## config.mk

```make
export PLATFORM = sky130hd
export DESIGN_NAME = touch_top
export DESIGN_NICKNAME = d
export VERILOG_FILES = /design/src/bus_pkg.sv /design/src/touch_pkg.sv /design/src/touch_sense.sv /design/src/touch_regs.sv /design/src/touch_top.sv
export VERILOG_INCLUDE_DIRS = /design/src
export SDC_FILE = /design/constraint.sdc
export NUM_CORES = 1
export LEC_CHECK = 0
export ABC_CLOCK_PERIOD_IN_PS = 4560
export BUFFER_PORTS_ARGS = -buffer_cell sky130_fd_sc_hd__buf_2
export CELL_PAD_IN_SITES_DETAIL_PLACEMENT = 0
export CELL_PAD_IN_SITES_GLOBAL_PLACEMENT = 1
export CORE_MARGIN = 5
export CORE_UTILIZATION = 40
export DETAILED_ROUTE_END_ITERATION = 6
export PLACE_DENSITY = 0.87
export SKIP_CTS_REPAIR_TIMING = 1
export SYNTH_ARGS = -nofsm -noshare
export SYNTH_HDL_FRONTEND = slang
export SYNTH_SLANG_ARGS = --single-unit
```

## constraint.sdc

```tcl
create_clock -name clk -period 4.56 [get_ports clk]
set_input_delay 0 -clock clk [delete_from_list [all_inputs] [get_ports clk]]
set_output_delay 0 -clock clk [all_outputs]
set_load 0.02 [all_outputs]
```

## src/periph_config.svh

```systemverilog
//----------------------------------------------------------
// shared constants for the touch sensor peripheral
// identity words, reset values and widths; include this
// wherever one of them is needed
//----------------------------------------------------------
`ifndef PERIPH_CONFIG_SVH
`define PERIPH_CONFIG_SVH

// identity words seen by software, ascii "t_se" "nse "
`define TOUCH_CORE_NAME0      32'h745f7365
`define TOUCH_CORE_NAME1      32'h6e736520
`define TOUCH_CORE_VERSION    32'h00000001

// core bus geometry
`define TOUCH_ADDR_W          8
`define TOUCH_DATA_W          32

// press counter and debounce length share one width
`define TOUCH_CNT_W           16

// debounce length after reset, in clock cycles
`define TOUCH_DEBOUNCE_RESET  16'd8

`endif

```

## src/bus_pkg.sv

```systemverilog
//----------------------------------------------------------
// types of the core's single-cycle register bus
// one request and one response struct per access
//----------------------------------------------------------
`default_nettype none

`include "periph_config.svh"

package bus_pkg;

  // word address and data word
  typedef logic [`TOUCH_ADDR_W-1:0] bus_addr_t;
  typedef logic [`TOUCH_DATA_W-1:0] bus_data_t;

  // master to core, access exists while cs is high
  typedef struct packed {
    logic      cs;
    logic      we;
    bus_addr_t address;
    bus_data_t write_data;
  } bus_req_t;

  // core to master, ready follows cs in the same cycle
  typedef struct packed {
    bus_data_t read_data;
    logic      ready;
  } bus_rsp_t;

endpackage

`default_nettype wire

```

## src/touch_pkg.sv

```systemverilog
//----------------------------------------------------------
// types of the touch sensor core
// register map, sensing fsm states and the config and
// status bundles between register block and sensing path
//----------------------------------------------------------
`default_nettype none

`include "periph_config.svh"

package touch_pkg;
  import bus_pkg::*;

  // register map, word offsets
  localparam bus_addr_t ADDR_NAME0    = 8'h00;
  localparam bus_addr_t ADDR_NAME1    = 8'h01;
  localparam bus_addr_t ADDR_VERSION  = 8'h02;
  localparam bus_addr_t ADDR_CTRL     = 8'h08;
  localparam bus_addr_t ADDR_STATUS   = 8'h09;
  localparam bus_addr_t ADDR_DEBOUNCE = 8'h0a;
  localparam bus_addr_t ADDR_COUNT    = 8'h0b;

  // press counter and debounce length
  typedef logic [`TOUCH_CNT_W-1:0] touch_cnt_t;

  // event machine
  // WAIT holds off re-arming until the pin is released
  typedef enum logic [1:0] {
    IDLE,
    EVENT,
    WAIT
  } touch_state_t;

  // register block to sensing path, a level
  typedef struct packed {
    touch_cnt_t debounce_len;
  } touch_cfg_t;

  // sensing path to register block, registered
  typedef struct packed {
    logic       event_flag;
    touch_cnt_t press_count;
  } touch_stat_t;

endpackage

`default_nettype wire

```

## src/touch_sense.sv

```systemverilog
//----------------------------------------------------------
// touch sensing path
// pin synchronizer, debounce filter, sticky event fsm and
// press counter; cleared by the strobe from the register block
//----------------------------------------------------------
`default_nettype none

module touch_sense (
  input  wire                        clk,
  input  wire                        reset_n,
  input  wire                        touch_pin,
  input  wire touch_pkg::touch_cfg_t cfg,
  input  wire                        clear_event,
  output touch_pkg::touch_stat_t     stat
);
  import touch_pkg::*;

  // two flop synchronizer
  logic         sync0;
  logic         sync1;

  // debounce filter
  touch_cnt_t   debounce_cnt;
  touch_cnt_t   debounce_limit;
  logic         level_reg;
  logic         level;

  // event machine and counter
  touch_state_t state;
  touch_state_t state_next;
  logic         event_set;
  logic         event_clr;
  logic         event_flag;
  touch_cnt_t   press_count;

  //----------------------------------------------------------
  // synchronizer
  //----------------------------------------------------------
  always_ff @(posedge clk) begin
    if (!reset_n) begin
      sync0 <= 1'b0;
      sync1 <= 1'b0;
    end else begin
      sync0 <= touch_pin;
      sync1 <= sync0;
    end
  end

  //----------------------------------------------------------
  // debounce filter
  //----------------------------------------------------------
  // zero length behaves as one, compare against len - 1
  assign debounce_limit = (cfg.debounce_len == '0) ? '0
                        : cfg.debounce_len - touch_cnt_t'(1);

  // count consecutive high cycles, saturate once qualified
  always_ff @(posedge clk) begin
    if (!reset_n) begin
      debounce_cnt <= '0;
      level_reg    <= 1'b0;
    end else if (!sync1) begin
      debounce_cnt <= '0;
      level_reg    <= 1'b0;
    end else if (debounce_cnt >= debounce_limit) begin
      level_reg    <= 1'b1;
    end else begin
      debounce_cnt <= debounce_cnt + touch_cnt_t'(1);
    end
  end

  // release drops the level without waiting for an edge
  assign level = level_reg & sync1;

  //----------------------------------------------------------
  // event fsm
  //----------------------------------------------------------
  always_comb begin
    state_next = state;
    event_set  = 1'b0;
    event_clr  = 1'b0;
    case (state)
      IDLE: begin
        if (level) begin
          state_next = EVENT;
          event_set  = 1'b1;
        end
      end
      EVENT: begin
        // clear only acts here, idle and wait ignore it
        if (clear_event) begin
          state_next = WAIT;
          event_clr  = 1'b1;
        end
      end
      WAIT: begin
        if (!level) begin
          state_next = IDLE;
        end
      end
      default: begin
        state_next = IDLE;
      end
    endcase
  end

  // flag and counter step on the same edge as the state
  always_ff @(posedge clk) begin
    if (!reset_n) begin
      state       <= IDLE;
      event_flag  <= 1'b0;
      press_count <= '0;
    end else begin
      state <= state_next;
      if (event_set) begin
        event_flag  <= 1'b1;
        press_count <= press_count + touch_cnt_t'(1);
      end else if (event_clr) begin
        event_flag  <= 1'b0;
      end
    end
  end

  assign stat.event_flag  = event_flag;
  assign stat.press_count = press_count;

  // sticky flag only lives in EVENT
  a_flag_in_event: assert property (@(posedge clk) disable iff (!reset_n)
    event_flag |-> state == EVENT)
    else $error("event_flag high outside EVENT");

  // counter moves only with a new event
  a_count_on_event: assert property (@(posedge clk) disable iff (!reset_n)
    $changed(press_count) |-> $rose(event_flag))
    else $error("press_count changed without an event");

endmodule

`default_nettype wire

```

## src/touch_regs.sv

```systemverilog
//----------------------------------------------------------
// register block of the touch sensor core
// decodes the single-cycle bus, holds ctrl and debounce,
// strobes the event clear and forms the interrupt
//----------------------------------------------------------
`default_nettype none

`include "periph_config.svh"

module touch_regs (
  input  wire                         clk,
  input  wire                         reset_n,
  input  wire bus_pkg::bus_req_t      bus_req,
  output bus_pkg::bus_rsp_t           bus_rsp,
  input  wire touch_pkg::touch_stat_t stat,
  output touch_pkg::touch_cfg_t       cfg,
  output logic                        clear_event,
  output logic                        irq
);
  import bus_pkg::*;
  import touch_pkg::*;

  // bit positions inside the ctrl and status words
  localparam int CTRL_IRQ_EN_BIT  = 0;
  localparam int STATUS_EVENT_BIT = 0;

  logic       irq_enable;
  touch_cnt_t debounce_len;
  logic       wr_access;
  logic       rd_access;
  bus_data_t  read_data;

  //----------------------------------------------------------
  // access decode
  //----------------------------------------------------------
  assign wr_access = bus_req.cs & bus_req.we;
  assign rd_access = bus_req.cs & ~bus_req.we;

  // no wait states, every access completes at once
  assign bus_rsp.ready = bus_req.cs;

  //----------------------------------------------------------
  // writable registers
  //----------------------------------------------------------
  always_ff @(posedge clk) begin
    if (!reset_n) begin
      irq_enable   <= 1'b0;
      debounce_len <= `TOUCH_DEBOUNCE_RESET;
    end else if (wr_access) begin
      case (bus_req.address)
        ADDR_CTRL: begin
          irq_enable <= bus_req.write_data[CTRL_IRQ_EN_BIT];
        end
        ADDR_DEBOUNCE: begin
          debounce_len <= bus_req.write_data[`TOUCH_CNT_W-1:0];
        end
        default: begin
          // read-only and unmapped words drop the write
        end
      endcase
    end
  end

  // any write to status clears, data is don't care
  assign clear_event = wr_access && (bus_req.address == ADDR_STATUS);

  //----------------------------------------------------------
  // read mux
  //----------------------------------------------------------
  always_comb begin
    read_data = '0;
    if (rd_access) begin
      case (bus_req.address)
        ADDR_NAME0: begin
          read_data = `TOUCH_CORE_NAME0;
        end
        ADDR_NAME1: begin
          read_data = `TOUCH_CORE_NAME1;
        end
        ADDR_VERSION: begin
          read_data = `TOUCH_CORE_VERSION;
        end
        ADDR_CTRL: begin
          read_data[CTRL_IRQ_EN_BIT] = irq_enable;
        end
        ADDR_STATUS: begin
          read_data[STATUS_EVENT_BIT] = stat.event_flag;
        end
        ADDR_DEBOUNCE: begin
          read_data[`TOUCH_CNT_W-1:0] = debounce_len;
        end
        ADDR_COUNT: begin
          read_data[`TOUCH_CNT_W-1:0] = stat.press_count;
        end
        default: begin
          // unmapped reads return zero
          read_data = '0;
        end
      endcase
    end
  end

  assign bus_rsp.read_data = read_data;

  //----------------------------------------------------------
  // outputs to sensing path and interrupt
  //----------------------------------------------------------
  assign cfg.debounce_len = debounce_len;

  // level interrupt, drops with the clear or the enable
  assign irq = stat.event_flag & irq_enable;

  // bus never stalls
  a_ready_is_cs: assert property (@(posedge clk)
    bus_rsp.ready == bus_req.cs)
    else $error("ready differs from cs");

  // clear strobe only from a bus write
  a_clear_from_write: assert property (@(posedge clk) disable iff (!reset_n)
    clear_event |-> bus_req.cs && bus_req.we)
    else $error("clear_event without a write access");

endmodule

`default_nettype wire

```

## src/touch_top.sv

```systemverilog
//----------------------------------------------------------
// touch sensor peripheral top
// register block beside the sensing path, one bus port,
// one pin and one level interrupt
//----------------------------------------------------------
`default_nettype none

module touch_top (
  input  wire                    clk,
  input  wire                    reset_n,
  input  wire                    touch_pin,
  input  wire bus_pkg::bus_req_t bus_req,
  output bus_pkg::bus_rsp_t      bus_rsp,
  output logic                   irq
);
  import touch_pkg::*;

  //----------------------------------------------------------
  // links between the two blocks
  //----------------------------------------------------------
  // debounce length, a level from the register block
  touch_cfg_t  cfg;
  // event flag and press count, registered in the sense path
  touch_stat_t stat;
  // one cycle strobe from a status write
  logic        clear_event;

  //----------------------------------------------------------
  // register block
  //----------------------------------------------------------
  touch_regs u_regs (
    .clk         (clk),
    .reset_n     (reset_n),
    .bus_req     (bus_req),
    .bus_rsp     (bus_rsp),
    .stat        (stat),
    .cfg         (cfg),
    .clear_event (clear_event),
    .irq         (irq)
  );

  //----------------------------------------------------------
  // sensing path
  //----------------------------------------------------------
  // pin is asynchronous, synchronized inside
  touch_sense u_sense (
    .clk         (clk),
    .reset_n     (reset_n),
    .touch_pin   (touch_pin),
    .cfg         (cfg),
    .clear_event (clear_event),
    .stat        (stat)
  );

endmodule

`default_nettype wire

```

==> impl_metrics.prom, run 1 <==
# TYPE chip_impl_metric gauge
chip_impl_info{name="status",value="finished, violations left"} 1
chip_impl_info{name="failed_checks",value="hold timing"} 1
chip_impl_metric{name="yosys.area_share.xor_xnor",unit="%"} 5.16
chip_impl_info{name="timing.rr.start",value="u_regs.cfg[2]$_SDFFE_PN0P_"} 1
chip_impl_metric{name="number_of_global_route_vias_before_repair",unit=""} 2948
chip_impl_metric{name="final.min_clock_period",unit="ns"} 4.05
chip_impl_metric{name="synth_compound_area_share",unit="%"} 14.6
chip_impl_metric{name="die_area",unit="sq um"} 10900
chip_impl_metric{name="internal-power",unit="uW"} 617
chip_impl_metric{name="max_freq",unit="MHz"} 247
chip_impl_metric{name="timing.hold.ws",unit="ns"} -0.0505
chip_impl_metric{name="globalRoute.totalOverflow",unit=""} 0
chip_impl_metric{name="cts_max_path_buffers",unit=""} 2
chip_impl_info{name="unrepaired_setup_endpoints_after_global_routing",value="false"} 1
chip_impl_metric{name="ioPinCount",unit=""} 79
chip_impl_metric{name="final_cell_area",unit="sq um"} 4110
chip_impl_metric{name="postSynthRegisterBits",unit=""} 55
chip_impl_metric{name="data_arrival_time_of_the_worst_path",unit="ns"} 4.24
chip_impl_metric{name="initial_core_util",unit="%"} 40.9
chip_impl_metric{name="final_core_utilization",unit="%"} 47.1
chip_impl_info{name="critical_path.startpoint",value="u_regs.cfg[2]$_SDFFE_PN0P_"} 1
chip_impl_info{name="worstSetupEndpointType",value="register"} 1
chip_impl_metric{name="floorplan.die.width",unit="microns"} 104
chip_impl_metric{name="die_height",unit="microns"} 104
chip_impl_metric{name="postSynthCellCount",unit=""} 435
chip_impl_metric{name="detailed_route_wire_length",unit="microns"} 8780
chip_impl_metric{name="synth-seq-area-share",unit="%"} 30.9
chip_impl_metric{name="max_cap_violations",unit=""} 0
chip_impl_info{name="crit_path_cell_trace",value="or4_1 > nor4_4 > and4b_1 > nor3_1 > a21oi_1 > ha_1 > nand4_1 > or4_1 > o31ai_4 > nor4_1 > mux2i_1"} 1
chip_impl_metric{name="drt.antenna.violating_nets",unit=""} 0
chip_impl_metric{name="finalClockSkew",unit="ns"} 0.0154
chip_impl_metric{name="synth-adder-area-share",unit="%"} 7.02
chip_impl_info{name="layout.cells.most_common",value="nor2_1"} 1
chip_impl_metric{name="required",unit="ns"} 4.75
chip_impl_metric{name="finalSetupTns",unit="ns"} 0
chip_impl_info{name="hold_start",value="bus_req[12]"} 1
chip_impl_metric{name="cts_sinks",unit=""} 55
chip_impl_metric{name="drc",unit=""} 0
chip_impl_metric{name="fillerInstances",unit=""} 845
chip_impl_metric{name="grt_first_pass_wirelength",unit="microns"} 14500
chip_impl_info{name="tritoncts",value="built"} 1
chip_impl_metric{name="yosys.cell_types.count",unit=""} 53
chip_impl_metric{name="remaining_max_slew_budget_at_the_tightest_pin",unit="%"} 24.6
chip_impl_metric{name="clkPwrFrac",unit="%"} 34.3
chip_impl_metric{name="final_net_count",unit=""} 559
chip_impl_metric{name="insertedDiodeCount",unit=""} 0
chip_impl_metric{name="final_period_utilization",unit="%"} 88.9
chip_impl_metric{name="cts_buffers",unit=""} 5
chip_impl_metric{name="synth.avg_cell_area",unit="sq um"} 8.19
chip_impl_info{name="crit_top_cell",value="or4_1"} 1
chip_impl_info{name="yosys_most_used_dff",value="dfxtp_1"} 1
chip_impl_metric{name="combinationalPowerShare",unit="%"} 6.1
chip_impl_metric{name="max_stage_delay",unit="ns"} 0.64
chip_impl_metric{name="least_margin_pin_slew",unit="ns"} 1.13
chip_impl_metric{name="async_reset_ff_share",unit="%"} 0
chip_impl_metric{name="dpl.hpwl",unit="microns"} 6580
chip_impl_metric{name="synth-edff-count",unit=""} 0
chip_impl_metric{name="final_max_slew_viol_count",unit=""} 0
chip_impl_info{name="yosysTopAreaCell",value="dfxtp_1"} 1
chip_impl_metric{name="std_cell_rows",unit=""} 34
chip_impl_metric{name="fraction_of_the_mapped_netlist_area_in_simple_logic_gates",unit="%"} 28.5
chip_impl_metric{name="cellLeakagePower",unit="nW"} 1.57
chip_impl_metric{name="synthDominantCellAreaShare",unit="%"} 30.9
chip_impl_metric{name="synthToLayoutAreaGrowth",unit="%"} 15.3
chip_impl_metric{name="power.net_switching",unit="uW"} 193
chip_impl_info{name="clock-root-buffer",value="clkbuf_8"} 1
chip_impl_metric{name="htree_levels",unit=""} 2
chip_impl_metric{name="design.core.area",unit="sq um"} 8720
chip_impl_metric{name="drt_first_iter_violations",unit=""} 179
chip_impl_info{name="combinational_family_with_the_most_area_after_synthesis",value="simple AND/OR/NAND/NOR gates"} 1
chip_impl_metric{name="finalWeightedCongestion",unit=""} 0.843
chip_impl_metric{name="synth_cell_area",unit="sq um"} 3560
chip_impl_info{name="hold_path.class",value="input port to register"} 1
chip_impl_metric{name="pin_count_of_the_biggest_net_entering_global_routing",unit=""} 36
chip_impl_metric{name="drt-pass1-iter-count",unit=""} 4
chip_impl_metric{name="worst_path_clk_slew",unit="ns"} 0.11
chip_impl_metric{name="worst-path-max-fanout",unit=""} 19
chip_impl_metric{name="final_hold_violation_count",unit=""} 1
chip_impl_metric{name="port_buffers",unit=""} 59
chip_impl_metric{name="multi_input_area",unit="sq um"} 2230
chip_impl_metric{name="wl_per_cell",unit="microns"} 14.6
chip_impl_info{name="slowest_stage",value="or4_1"} 1
chip_impl_info{name="timing_worst_setup_path_type",value="register to register"} 1
chip_impl_info{name="synth_top_cells_by_area",value="dfxtp_1 (31%), ha_1 (7.0%), nor2_1 (6.5%)"} 1
chip_impl_metric{name="antenna_found_initial",unit=""} 0
chip_impl_metric{name="power_per_cell_area",unit="nW/um^2"} 197
chip_impl_metric{name="setup-violations-final",unit=""} 0
chip_impl_metric{name="seqCellArea",unit="sq um"} 1100
chip_impl_metric{name="ys.warnings.count",unit=""} 0
chip_impl_metric{name="synth_mux_area_share",unit="%"} 6.78
chip_impl_info{name="final_cell_mix",value="nor2_1 (62), buf_2 (59), dfxtp_1 (55)"} 1
chip_impl_metric{name="power.switching_fraction",unit="%"} 23.8
chip_impl_metric{name="post_route_cells_drive_above_1_share",unit="%"} 16.4
chip_impl_metric{name="seqPwrFrac",unit="%"} 59.6
chip_impl_metric{name="avgViaCountPerCell",unit=""} 5.47
chip_impl_metric{name="detailed_place.area",unit="sq um"} 3840
chip_impl_info{name="worst_setup_path_start_kind",value="register"} 1
chip_impl_metric{name="dr_total_vias",unit=""} 3301
chip_impl_metric{name="globalRouteTotalUtil",unit="%"} 15.6
chip_impl_metric{name="insertion_delay",unit="ns"} 0.31
chip_impl_metric{name="max-vdd-ir-drop",unit="uV"} 137
## power groups by stage
stage          Sequential [mW]  Clock, mW  Combinational [mW]
4_1_cts                  0.482      0.285              0.0383
6_report                 0.482      0.277              0.0497
2_1_floorplan            0.493          0              0.0221
5_1_grt                  0.483      0.300              0.0557
3_5_place_dp             0.493          0              0.0382
3_3_place_gp             0.493          0              0.0373
## worst max-delay path: cells and delay by family, from the launching register on
kind	cells	cell delay, ns
AO/OA/AOI/OAI	2	0.75
flip-flops	1	0.38
multiplexers	1	0.17
adder cells (fa/ha/maj)	1	0.18
AND/OR/NAND/NOR	7	2.45
## cell type report
type | count | area share [%]
sequential | 55 | 26.8
clock buffer | 6 | 1.77
inverter | 12 | 1.10
timing repair buffer | 82 | 12.5
tap | 108 | 3.29
clock inverter | 2 | 0.426
multi-input combinational | 338 | 54.2
## cells in the mapped netlist, types with 6 or more instances
| library cell | number |
|---|---|
| ha_1 | 20 |
| and2_1 | 8 |
| nand3_1 | 16 |
| dfxtp_1 | 55 |
| mux2i_1 | 23 |
| a21oi_1 | 24 |
| inv_1 | 11 |
| nor4_1 | 12 |
| a31oi_1 | 8 |
| xnor2_1 | 15 |
| a22oi_1 | 6 |
| or4_1 | 9 |
| nor3_1 | 11 |
| nor2_1 | 62 |
| buf_4 | 16 |
| nand4_1 | 9 |
| xor2_1 | 6 |
| o31ai_1 | 7 |
| clkbuf_1 | 10 |
| o21ai_0 | 7 |
| nand2_1 | 41 |
## cells by family (layout without fill, tap and decap cells)
group | after synthesis | in the layout
AOI/OAI and AO/OA | 74 | 74
xor gates and xnor gates | 21 | 21
adders and majority gates | 20 | 20
buffers and inverters | 44 | 102
DFF | 55 | 55
muxes | 24 | 24
other | 1 | 3
and+or+nand+nor | 196 | 196
## metrics by stage
stage	setup slack (ns)	total power [mW]	instances	hold slack [ns]
global route	0.219	0.838	603	0.0230
floorplan	1.08	0.515	437	0.0619
CTS	0.502	0.806	585	-0.115
global placement	0.592	0.531	577	0.204
detailed placement	0.540	0.532	577	0.208
finish	0.507	0.809	603	-0.0505
## metal layers
metal / vias up / track usage [%] / part of all wire (%)
met5: - / 0 / 0
met4: 0 / 4.72 / 1.7
met3: 10 / 3.48 / 6.9
met2: 85 / 24.3 / 46
met1: 1530 / 21.5 / 45
li1: 1676 / - / -
## path summary, 6_finish.rpt
check	end	slack, ns	depth (start not counted)
worst min-delay path	u_regs.cfg[12]$_SDFFE_PN0P_	-0.05	3
worst max register to register	u_sense.debounce_cnt[10]$_SDFFE_PN0N_	0.51	11
worst max-delay path	u_sense.debounce_cnt[10]$_SDFFE_PN0N_	0.51	11
worst min register to register	u_sense.sync1$_SDFF_PN0_	0.44	1
Note: power is estimated with default switching activity, not from simulation.
==> run 2: changes to the inputs <==
Settings changed: BUFFER_PORTS_ARGS -buffer_cell sky130_fd_sc_hd__buf_2 to not set, CORE_UTILIZATION 40 to 47, DONT_BUFFER_PORTS set to 1.
==> impl_metrics.prom, run 2 (synthesized netlist as in run 1, its figures left out) <==
# TYPE chip_impl_metric gauge
chip_impl_info{name="status",value="finished, final reports clean"} 1
chip_impl_metric{name="setup-violations-final",unit=""} 0
chip_impl_info{name="crit_top_cell",value="or4_1"} 1
chip_impl_info{name="hold_path_end",value="bus_rsp[0]"} 1
chip_impl_metric{name="std_cell_rows",unit=""} 31
chip_impl_metric{name="dpl.hpwl",unit="microns"} 6410
chip_impl_metric{name="drc",unit=""} 0
chip_impl_metric{name="setup_slack_reg_to_reg",unit="ns"} 0.47
chip_impl_metric{name="grt_first_pass_wirelength",unit="microns"} 13800
chip_impl_metric{name="final_max_slew_viol_count",unit=""} 0
chip_impl_metric{name="drt-pass1-iter-count",unit=""} 5
chip_impl_metric{name="post_route_cells_drive_above_1_share",unit="%"} 5.05
chip_impl_metric{name="max-vdd-ir-drop",unit="uV"} 163
chip_impl_info{name="timing_worst_setup_path_type",value="register to register"} 1
chip_impl_metric{name="cts_sinks",unit=""} 55
chip_impl_metric{name="worstHoldPathCells",unit=""} 0
chip_impl_metric{name="max_freq",unit="MHz"} 245
chip_impl_metric{name="power_per_cell_area",unit="nW/um^2"} 225
chip_impl_metric{name="reg2reg_depth",unit=""} 11
chip_impl_metric{name="required",unit="ns"} 4.78
chip_impl_metric{name="avgViaCountPerCell",unit=""} 5.92
chip_impl_info{name="unrepaired_setup_endpoints_after_global_routing",value="false"} 1
chip_impl_metric{name="finalWeightedCongestion",unit=""} 0.815
chip_impl_metric{name="data_arrival_time_of_the_worst_path",unit="ns"} 4.30
chip_impl_metric{name="cts_max_path_buffers",unit=""} 2
chip_impl_metric{name="max_cap_violations",unit=""} 0
chip_impl_metric{name="post-route-worst-setup-slack",unit="ns"} 0.473
chip_impl_metric{name="count_of_placed_standard_cells_in_the_final_layout_fillers_left_out",unit=""} 535
chip_impl_metric{name="pin_count_of_the_biggest_net_entering_global_routing",unit=""} 36
chip_impl_metric{name="remaining_max_slew_budget_at_the_tightest_pin",unit="%"} 23.3
chip_impl_info{name="r2r_end",value="u_sense.debounce_cnt[10]$_SDFFE_PN0N_"} 1
chip_impl_info{name="layout.cells.most_common",value="nor2_1"} 1
chip_impl_metric{name="port_buffers",unit=""} 0
chip_impl_info{name="tritoncts",value="built"} 1
chip_impl_metric{name="worst-path-max-fanout",unit=""} 19
chip_impl_info{name="hold_path.class",value="input port to output pin"} 1
chip_impl_metric{name="final.min_clock_period",unit="ns"} 4.09
chip_impl_metric{name="number_of_global_route_vias_before_repair",unit=""} 2780
chip_impl_metric{name="antenna_found_initial",unit=""} 0
chip_impl_metric{name="synthToLayoutAreaGrowth",unit="%"} 7.62
chip_impl_metric{name="worst_path_clk_slew",unit="ns"} 0.11
chip_impl_metric{name="insertion_delay",unit="ns"} 0.32
chip_impl_metric{name="drt_first_iter_violations",unit=""} 205
chip_impl_info{name="crit_path_cell_trace",value="or4_1 > nor4_4 > and4b_1 > nor3_1 > a21oi_1 > ha_1 > nand4_1 > or4_1 > o31ai_4 > nor4_1 > mux2i_1"} 1
chip_impl_metric{name="dp_slack",unit="ns"} 0.466
chip_impl_metric{name="detailed_route_wire_length",unit="microns"} 8720
chip_impl_metric{name="initial_core_util",unit="%"} 48.6
chip_impl_metric{name="dpl.cell_count",unit=""} 508
chip_impl_info{name="clock-root-buffer",value="clkbuf_8"} 1
chip_impl_info{name="timing.rr.start",value="u_regs.cfg[2]$_SDFFE_PN0P_"} 1
chip_impl_metric{name="htree_levels",unit=""} 2
chip_impl_metric{name="die_area",unit="sq um"} 9420
chip_impl_metric{name="cellLeakagePower",unit="nW"} 1.30
chip_impl_metric{name="die_height",unit="microns"} 97.1
chip_impl_metric{name="cts_buffers",unit=""} 5
chip_impl_info{name="worst_setup_path_start_kind",value="register"} 1
chip_impl_metric{name="wl_per_cell",unit="microns"} 16.3
chip_impl_info{name="hold_start",value="bus_req[41]"} 1
chip_impl_metric{name="design.core.area",unit="sq um"} 7330
chip_impl_metric{name="fillerInstances",unit=""} 711
chip_impl_metric{name="ioPinCount",unit=""} 79
chip_impl_metric{name="dr_total_vias",unit=""} 3168
chip_impl_metric{name="insertedDiodeCount",unit=""} 0
chip_impl_metric{name="max_stage_delay",unit="ns"} 0.64
chip_impl_metric{name="final_net_count",unit=""} 500
chip_impl_metric{name="floorplan.die.width",unit="microns"} 97.1
chip_impl_metric{name="globalRoute.totalOverflow",unit=""} 0
chip_impl_info{name="slowest_stage",value="or4_1"} 1
chip_impl_info{name="final_cell_mix",value="nor2_1 (62), dfxtp_1 (55), nand2_1 (41)"} 1
chip_impl_metric{name="least_margin_pin_slew",unit="ns"} 1.15
chip_impl_info{name="worstSetupEndpointType",value="register"} 1
chip_impl_metric{name="finalClockSkew",unit="ns"} 0.0101
chip_impl_metric{name="drt.antenna.violating_nets",unit=""} 0
chip_impl_metric{name="globalRouteTotalUtil",unit="%"} 17.5
chip_impl_metric{name="final_period_utilization",unit="%"} 89.6
chip_impl_metric{name="final_hold_violation_count",unit=""} 0
chip_impl_metric{name="timing.hold.ws",unit="ns"} 0.000185
chip_impl_metric{name="finalSetupTns",unit="ns"} 0
==> run 2: cell count changes in the layout (fill, tap and decap cells not counted) <==
cell,delta
dlygate4sd3_1,+1
clkinv_4,-2
inv_8,+1
buf_4,-1
bufinv_16,+1
buf_2,-59
inv_6,+1
clkbuf_1,-1
==> run 2: metrics by stage <==
stage          area (sq um)  total power, mW  utilization (%)
5_1_grt                3830            0.898             52.3
6_report               3830            0.865             52.3
4_1_cts                3640            0.862             49.7
3_5_place_dp           3530            0.513             48.1
2_1_floorplan          3570            0.515                -
3_3_place_gp           3530            0.513             48.1
==> run 2: cell type report <==
cell class | instances | area, sq um | area share (%)
Clock inverter | 3 | 50.0 | 1.31
Sequential cell | 55 | 1100 | 28.7
Clock buffer | 5 | 68.8 | 1.79
Tap cell | 99 | 124 | 3.23
Multi-Input combinational cell | 338 | 2230 | 58.0
Timing Repair Buffer | 23 | 220 | 5.74
Inverter | 12 | 45.0 | 1.17
==> run 2: how the worst max path moves through the flow <==
stage                     slack (ns)                        from                                    end
after floorplan                 1.08  u_regs.cfg[2]$_SDFFE_PN0P_   u_sense.debounce_cnt[2]$_SDFFE_PN0N_
after global placement          0.52  u_regs.cfg[3]$_SDFFE_PN1P_   u_sense.debounce_cnt[9]$_SDFFE_PN0N_
after detailed placement        0.47  u_regs.cfg[3]$_SDFFE_PN1P_   u_sense.debounce_cnt[9]$_SDFFE_PN0N_
after CTS                       0.45  u_regs.cfg[2]$_SDFFE_PN0P_  u_sense.debounce_cnt[10]$_SDFFE_PN0N_
after global routing            0.05  u_regs.cfg[2]$_SDFFE_PN0P_   u_sense.debounce_cnt[9]$_SDFFE_PN0N_
final                           0.47  u_regs.cfg[2]$_SDFFE_PN0P_  u_sense.debounce_cnt[10]$_SDFFE_PN0N_
==> run 2: power by group <==
part           total, mW  internal, mW  switching (mW)
Sequential         0.482         0.481        0.000894
Combinational     0.0332        0.0159          0.0173
Clock              0.349         0.170           0.180
==> run 2: worst max-delay path: cells and delay by family (launching register included) <==
kind	cells	cell delay, ns
and+or+nand+nor	7	2.49
muxes	1	0.15
DFF	1	0.38
adders and majority gates	1	0.18
AOI/OAI and AO/OA	2	0.79
==> run 2: layer usage <==
metal	track usage [%]	part of all wire [%]
met1	23.9	47
met2	28.2	48
met3	3.16	4.1
met4	4.54	1.4
met5	0	0
==> run 3: changes to the inputs <==
--- a/config.mk
+++ b/config.mk
@@ -8,3 +8,3 @@
 export LEC_CHECK = 0
-export ABC_CLOCK_PERIOD_IN_PS = 4560
+export ABC_CLOCK_PERIOD_IN_PS = 3700
 export CELL_PAD_IN_SITES_DETAIL_PLACEMENT = 0
@@ -12,6 +12,7 @@
 export CORE_MARGIN = 5
-export CORE_UTILIZATION = 47
+export CORE_UTILIZATION = 44
+export CTS_BUF_LIST = sky130_fd_sc_hd__clkbuf_4 sky130_fd_sc_hd__clkbuf_8
 export DETAILED_ROUTE_END_ITERATION = 6
 export DONT_BUFFER_PORTS = 1
-export PLACE_DENSITY = 0.87
+export PLACE_DENSITY = 0.86
 export SKIP_CTS_REPAIR_TIMING = 1
==> constraint.sdc (replaced) <==
create_clock -name clk -period 3.7 [get_ports clk]
set_input_delay 0 -clock clk [delete_from_list [all_inputs] [get_ports clk]]
set_output_delay 0 -clock clk [all_outputs]
set_load 0.005 [all_outputs]
==> impl_metrics.prom, run 3 (synthesized netlist as in run 1, its figures left out) <==
# TYPE chip_impl_metric gauge
chip_impl_info{name="critical_path.startpoint",value="u_regs.cfg[9]$_SDFFE_PN0P_"} 1
chip_impl_metric{name="dpl.cell_count",unit=""} 523
chip_impl_info{name="crit_path_cell_trace",value="or4_1 > nor3_4 > and4b_2 > nor2_1 > ha_1 > nand2b_1 > a2111oi_4 > o31ai_4 > buf_12 > or4_1 > a21oi_1"} 1
chip_impl_metric{name="final_max_slew_viol_count",unit=""} 0
chip_impl_metric{name="max_stage_delay",unit="ns"} 0.62
chip_impl_metric{name="setup-violations-final",unit=""} 0
chip_impl_metric{name="wl_per_cell",unit="microns"} 16.4
chip_impl_metric{name="globalRouteTotalUtil",unit="%"} 17.4
chip_impl_metric{name="max_cap_violations",unit=""} 0
chip_impl_metric{name="final_net_count",unit=""} 515
chip_impl_info{name="worstSetupEndpointType",value="register"} 1
chip_impl_metric{name="port_buffers",unit=""} 0
chip_impl_metric{name="p_total",unit="mW"} 1.00
chip_impl_info{name="tritoncts",value="built"} 1
chip_impl_metric{name="worst-path-max-fanout",unit=""} 16
chip_impl_metric{name="count_of_placed_standard_cells_in_the_final_layout_fillers_left_out",unit=""} 553
chip_impl_metric{name="globalRoute.totalOverflow",unit=""} 0
chip_impl_metric{name="seqCellArea",unit="sq um"} 1100
chip_impl_info{name="timing.critical_path.to",value="u_sense.debounce_cnt[3]$_SDFFE_PN0N_"} 1
chip_impl_metric{name="cts_max_path_buffers",unit=""} 2
chip_impl_info{name="clock-root-buffer",value="clkbuf_8"} 1
chip_impl_metric{name="worst_path_clk_slew",unit="ns"} 0.11
chip_impl_metric{name="design.core.area",unit="sq um"} 7810
chip_impl_metric{name="drt.antenna.violating_nets",unit=""} 0
chip_impl_info{name="crit_top_cell",value="or4_1"} 1
chip_impl_metric{name="dpl.hpwl",unit="microns"} 6630
chip_impl_metric{name="number_of_global_route_vias_before_repair",unit=""} 2883
chip_impl_metric{name="ioPinCount",unit=""} 79
chip_impl_metric{name="remaining_max_slew_budget_at_the_tightest_pin",unit="%"} 33.4
chip_impl_metric{name="std_cell_rows",unit=""} 32
chip_impl_metric{name="drt-pass1-iter-count",unit=""} 5
chip_impl_metric{name="max_freq",unit="MHz"} 286
chip_impl_metric{name="setup_slack_reg_to_reg",unit="ns"} 0.21
chip_impl_metric{name="data_arrival_time_of_the_worst_path",unit="ns"} 3.74
chip_impl_metric{name="post_route_cells_drive_above_1_share",unit="%"} 9.31
chip_impl_info{name="path_delay_family",value="simple AND/OR/NAND/NOR gates"} 1
chip_impl_metric{name="final.min_clock_period",unit="ns"} 3.49
chip_impl_metric{name="htree_levels",unit=""} 2
chip_impl_metric{name="floorplan.die.width",unit="microns"} 100
chip_impl_info{name="layout.cells.most_common",value="nor2_1"} 1
chip_impl_metric{name="detailed_place.area",unit="sq um"} 3640
chip_impl_info{name="hold_path.class",value="input port to output pin"} 1
chip_impl_metric{name="insertedDiodeCount",unit=""} 0
chip_impl_info{name="timing.rr.start",value="u_regs.cfg[9]$_SDFFE_PN0P_"} 1
chip_impl_metric{name="final_hold_violation_count",unit=""} 0
chip_impl_metric{name="final_cell_area",unit="sq um"} 4000
chip_impl_info{name="r2r_end",value="u_sense.debounce_cnt[3]$_SDFFE_PN0N_"} 1
chip_impl_metric{name="finalClockSkew",unit="ns"} 0.00564
chip_impl_metric{name="cts_sinks",unit=""} 55
chip_impl_metric{name="critPathBufInv",unit=""} 1
chip_impl_metric{name="synthToLayoutAreaGrowth",unit="%"} 12.1
chip_impl_info{name="timing_worst_setup_path_type",value="register to register"} 1
chip_impl_metric{name="fillerInstances",unit=""} 762
chip_impl_metric{name="die_height",unit="microns"} 100
chip_impl_info{name="worst_setup_path_start_kind",value="register"} 1
chip_impl_metric{name="detailed_route_wire_length",unit="microns"} 9070
chip_impl_metric{name="pin_count_of_the_biggest_net_entering_global_routing",unit=""} 36
chip_impl_metric{name="die_area",unit="sq um"} 10000
chip_impl_metric{name="cellLeakagePower",unit="nW"} 1.39
chip_impl_metric{name="dr_total_vias",unit=""} 3207
chip_impl_metric{name="multi_input_area",unit="sq um"} 2260
chip_impl_info{name="status",value="finished, final reports clean"} 1
chip_impl_metric{name="max-vdd-ir-drop",unit="uV"} 187
chip_impl_info{name="final_cell_mix",value="nor2_1 (62), dfxtp_1 (55), nand2_1 (41)"} 1
chip_impl_info{name="slowest_stage",value="or4_1"} 1
chip_impl_metric{name="reg2reg_depth",unit=""} 11
chip_impl_metric{name="least_margin_pin_slew",unit="ns"} 0.993
chip_impl_metric{name="post-route-worst-setup-slack",unit="ns"} 0.207
chip_impl_metric{name="power_per_cell_area",unit="nW/um^2"} 251
chip_impl_metric{name="final_period_utilization",unit="%"} 94.4
chip_impl_metric{name="critical_path_depth",unit=""} 11
chip_impl_metric{name="initial_core_util",unit="%"} 45.6
chip_impl_metric{name="required",unit="ns"} 3.95
chip_impl_metric{name="antenna_found_initial",unit=""} 0
chip_impl_metric{name="dp_slack",unit="ns"} 0.0645
chip_impl_metric{name="drc",unit=""} 0
chip_impl_metric{name="insertion_delay",unit="ns"} 0.33
chip_impl_metric{name="grt_first_pass_wirelength",unit="microns"} 14200
chip_impl_metric{name="avgViaCountPerCell",unit=""} 5.80
chip_impl_metric{name="finalWeightedCongestion",unit=""} 0.849
chip_impl_metric{name="cts_buffers",unit=""} 5
chip_impl_metric{name="drt_first_iter_violations",unit=""} 235
## run 3: cell types whose count changed in the layout (fill, tap and decap cells not counted), sizes merged
cell | previous run | this run
buf | 4 | 18
bufinv | 1 | 0
clkinvlp | 0 | 1
dlygate4sd3 | 19 | 20
## run 3: area by class of cell
cell class,instances,share of cell area (%)
Clock inverter,3,0.689
Clock buffer,5,1.72
Sequential cell,55,27.6
Timing Repair Buffer,38,9.02
Multi-Input combinational cell,338,56.7
Tap cell,102,3.19
Inverter,12,1.13
## run 3: worst reg2reg max path: cells and delay by family (launching register included)
kind	cells	cell delay [ns]
adder cells (fa/ha/maj)	1	0.29
AO/OA/AOI/OAI	3	0.73
flip-flops	1	0.33
AND/OR/NAND/NOR	6	1.90
buffers and inverters	1	0.16
## run 3: worst min path at each step
stage / startpoint / endpoint / slack (ns) / cells past startpoint
floorplan: reset_n / u_regs.cfg[3]$_SDFFE_PN1P_ / 0.06 / 1
global placement: bus_req[41] / bus_rsp[0] / 0.00009 / 0
detailed placement: bus_req[41] / bus_rsp[0] / 0.0001 / 0
CTS: reset_n / u_regs.cfg[3]$_SDFFE_PN1P_ / -0.27 / 1
global route: bus_req[41] / bus_rsp[0] / 0.0002 / 0
finish: bus_req[41] / bus_rsp[0] / 0.0001 / 0
## run 3: routing by layer
layer	GRT usage (%)	share of wire, %	wire, microns	up-vias
met4	5.28	1.7	150	0
li1	-	-	-	1594
met5	0	0	0	-
met2	27.1	47	4250	83
met1	24.2	48	4310	1516
met3	3.41	3.9	356	14
## run 3: report_power, final
group | internal, mW | total [mW] | switching (mW)
Combinational | 0.0202 | 0.0407 | 0.0205
Sequential | 0.593 | 0.594 | 0.00117
Clock | 0.141 | 0.370 | 0.229
Total | 0.754 | 1.00 | 0.250
## run 3: metrics by stage
| step | hold slack, ns | util (%) | setup TNS (ns) |
|---|---|---|---|
| after floorplan | 0.0619 | - | 0 |
| after global placement | 0.0000942 | 46.7 | 0 |
| after detailed placement | 0.000101 | 46.7 | 0 |
| after CTS | -0.268 | 47.9 | -0.0245 |
| after global routing | 0.000198 | 51.2 | -0.0350 |
| final | 0.000125 | 51.2 | 0 |
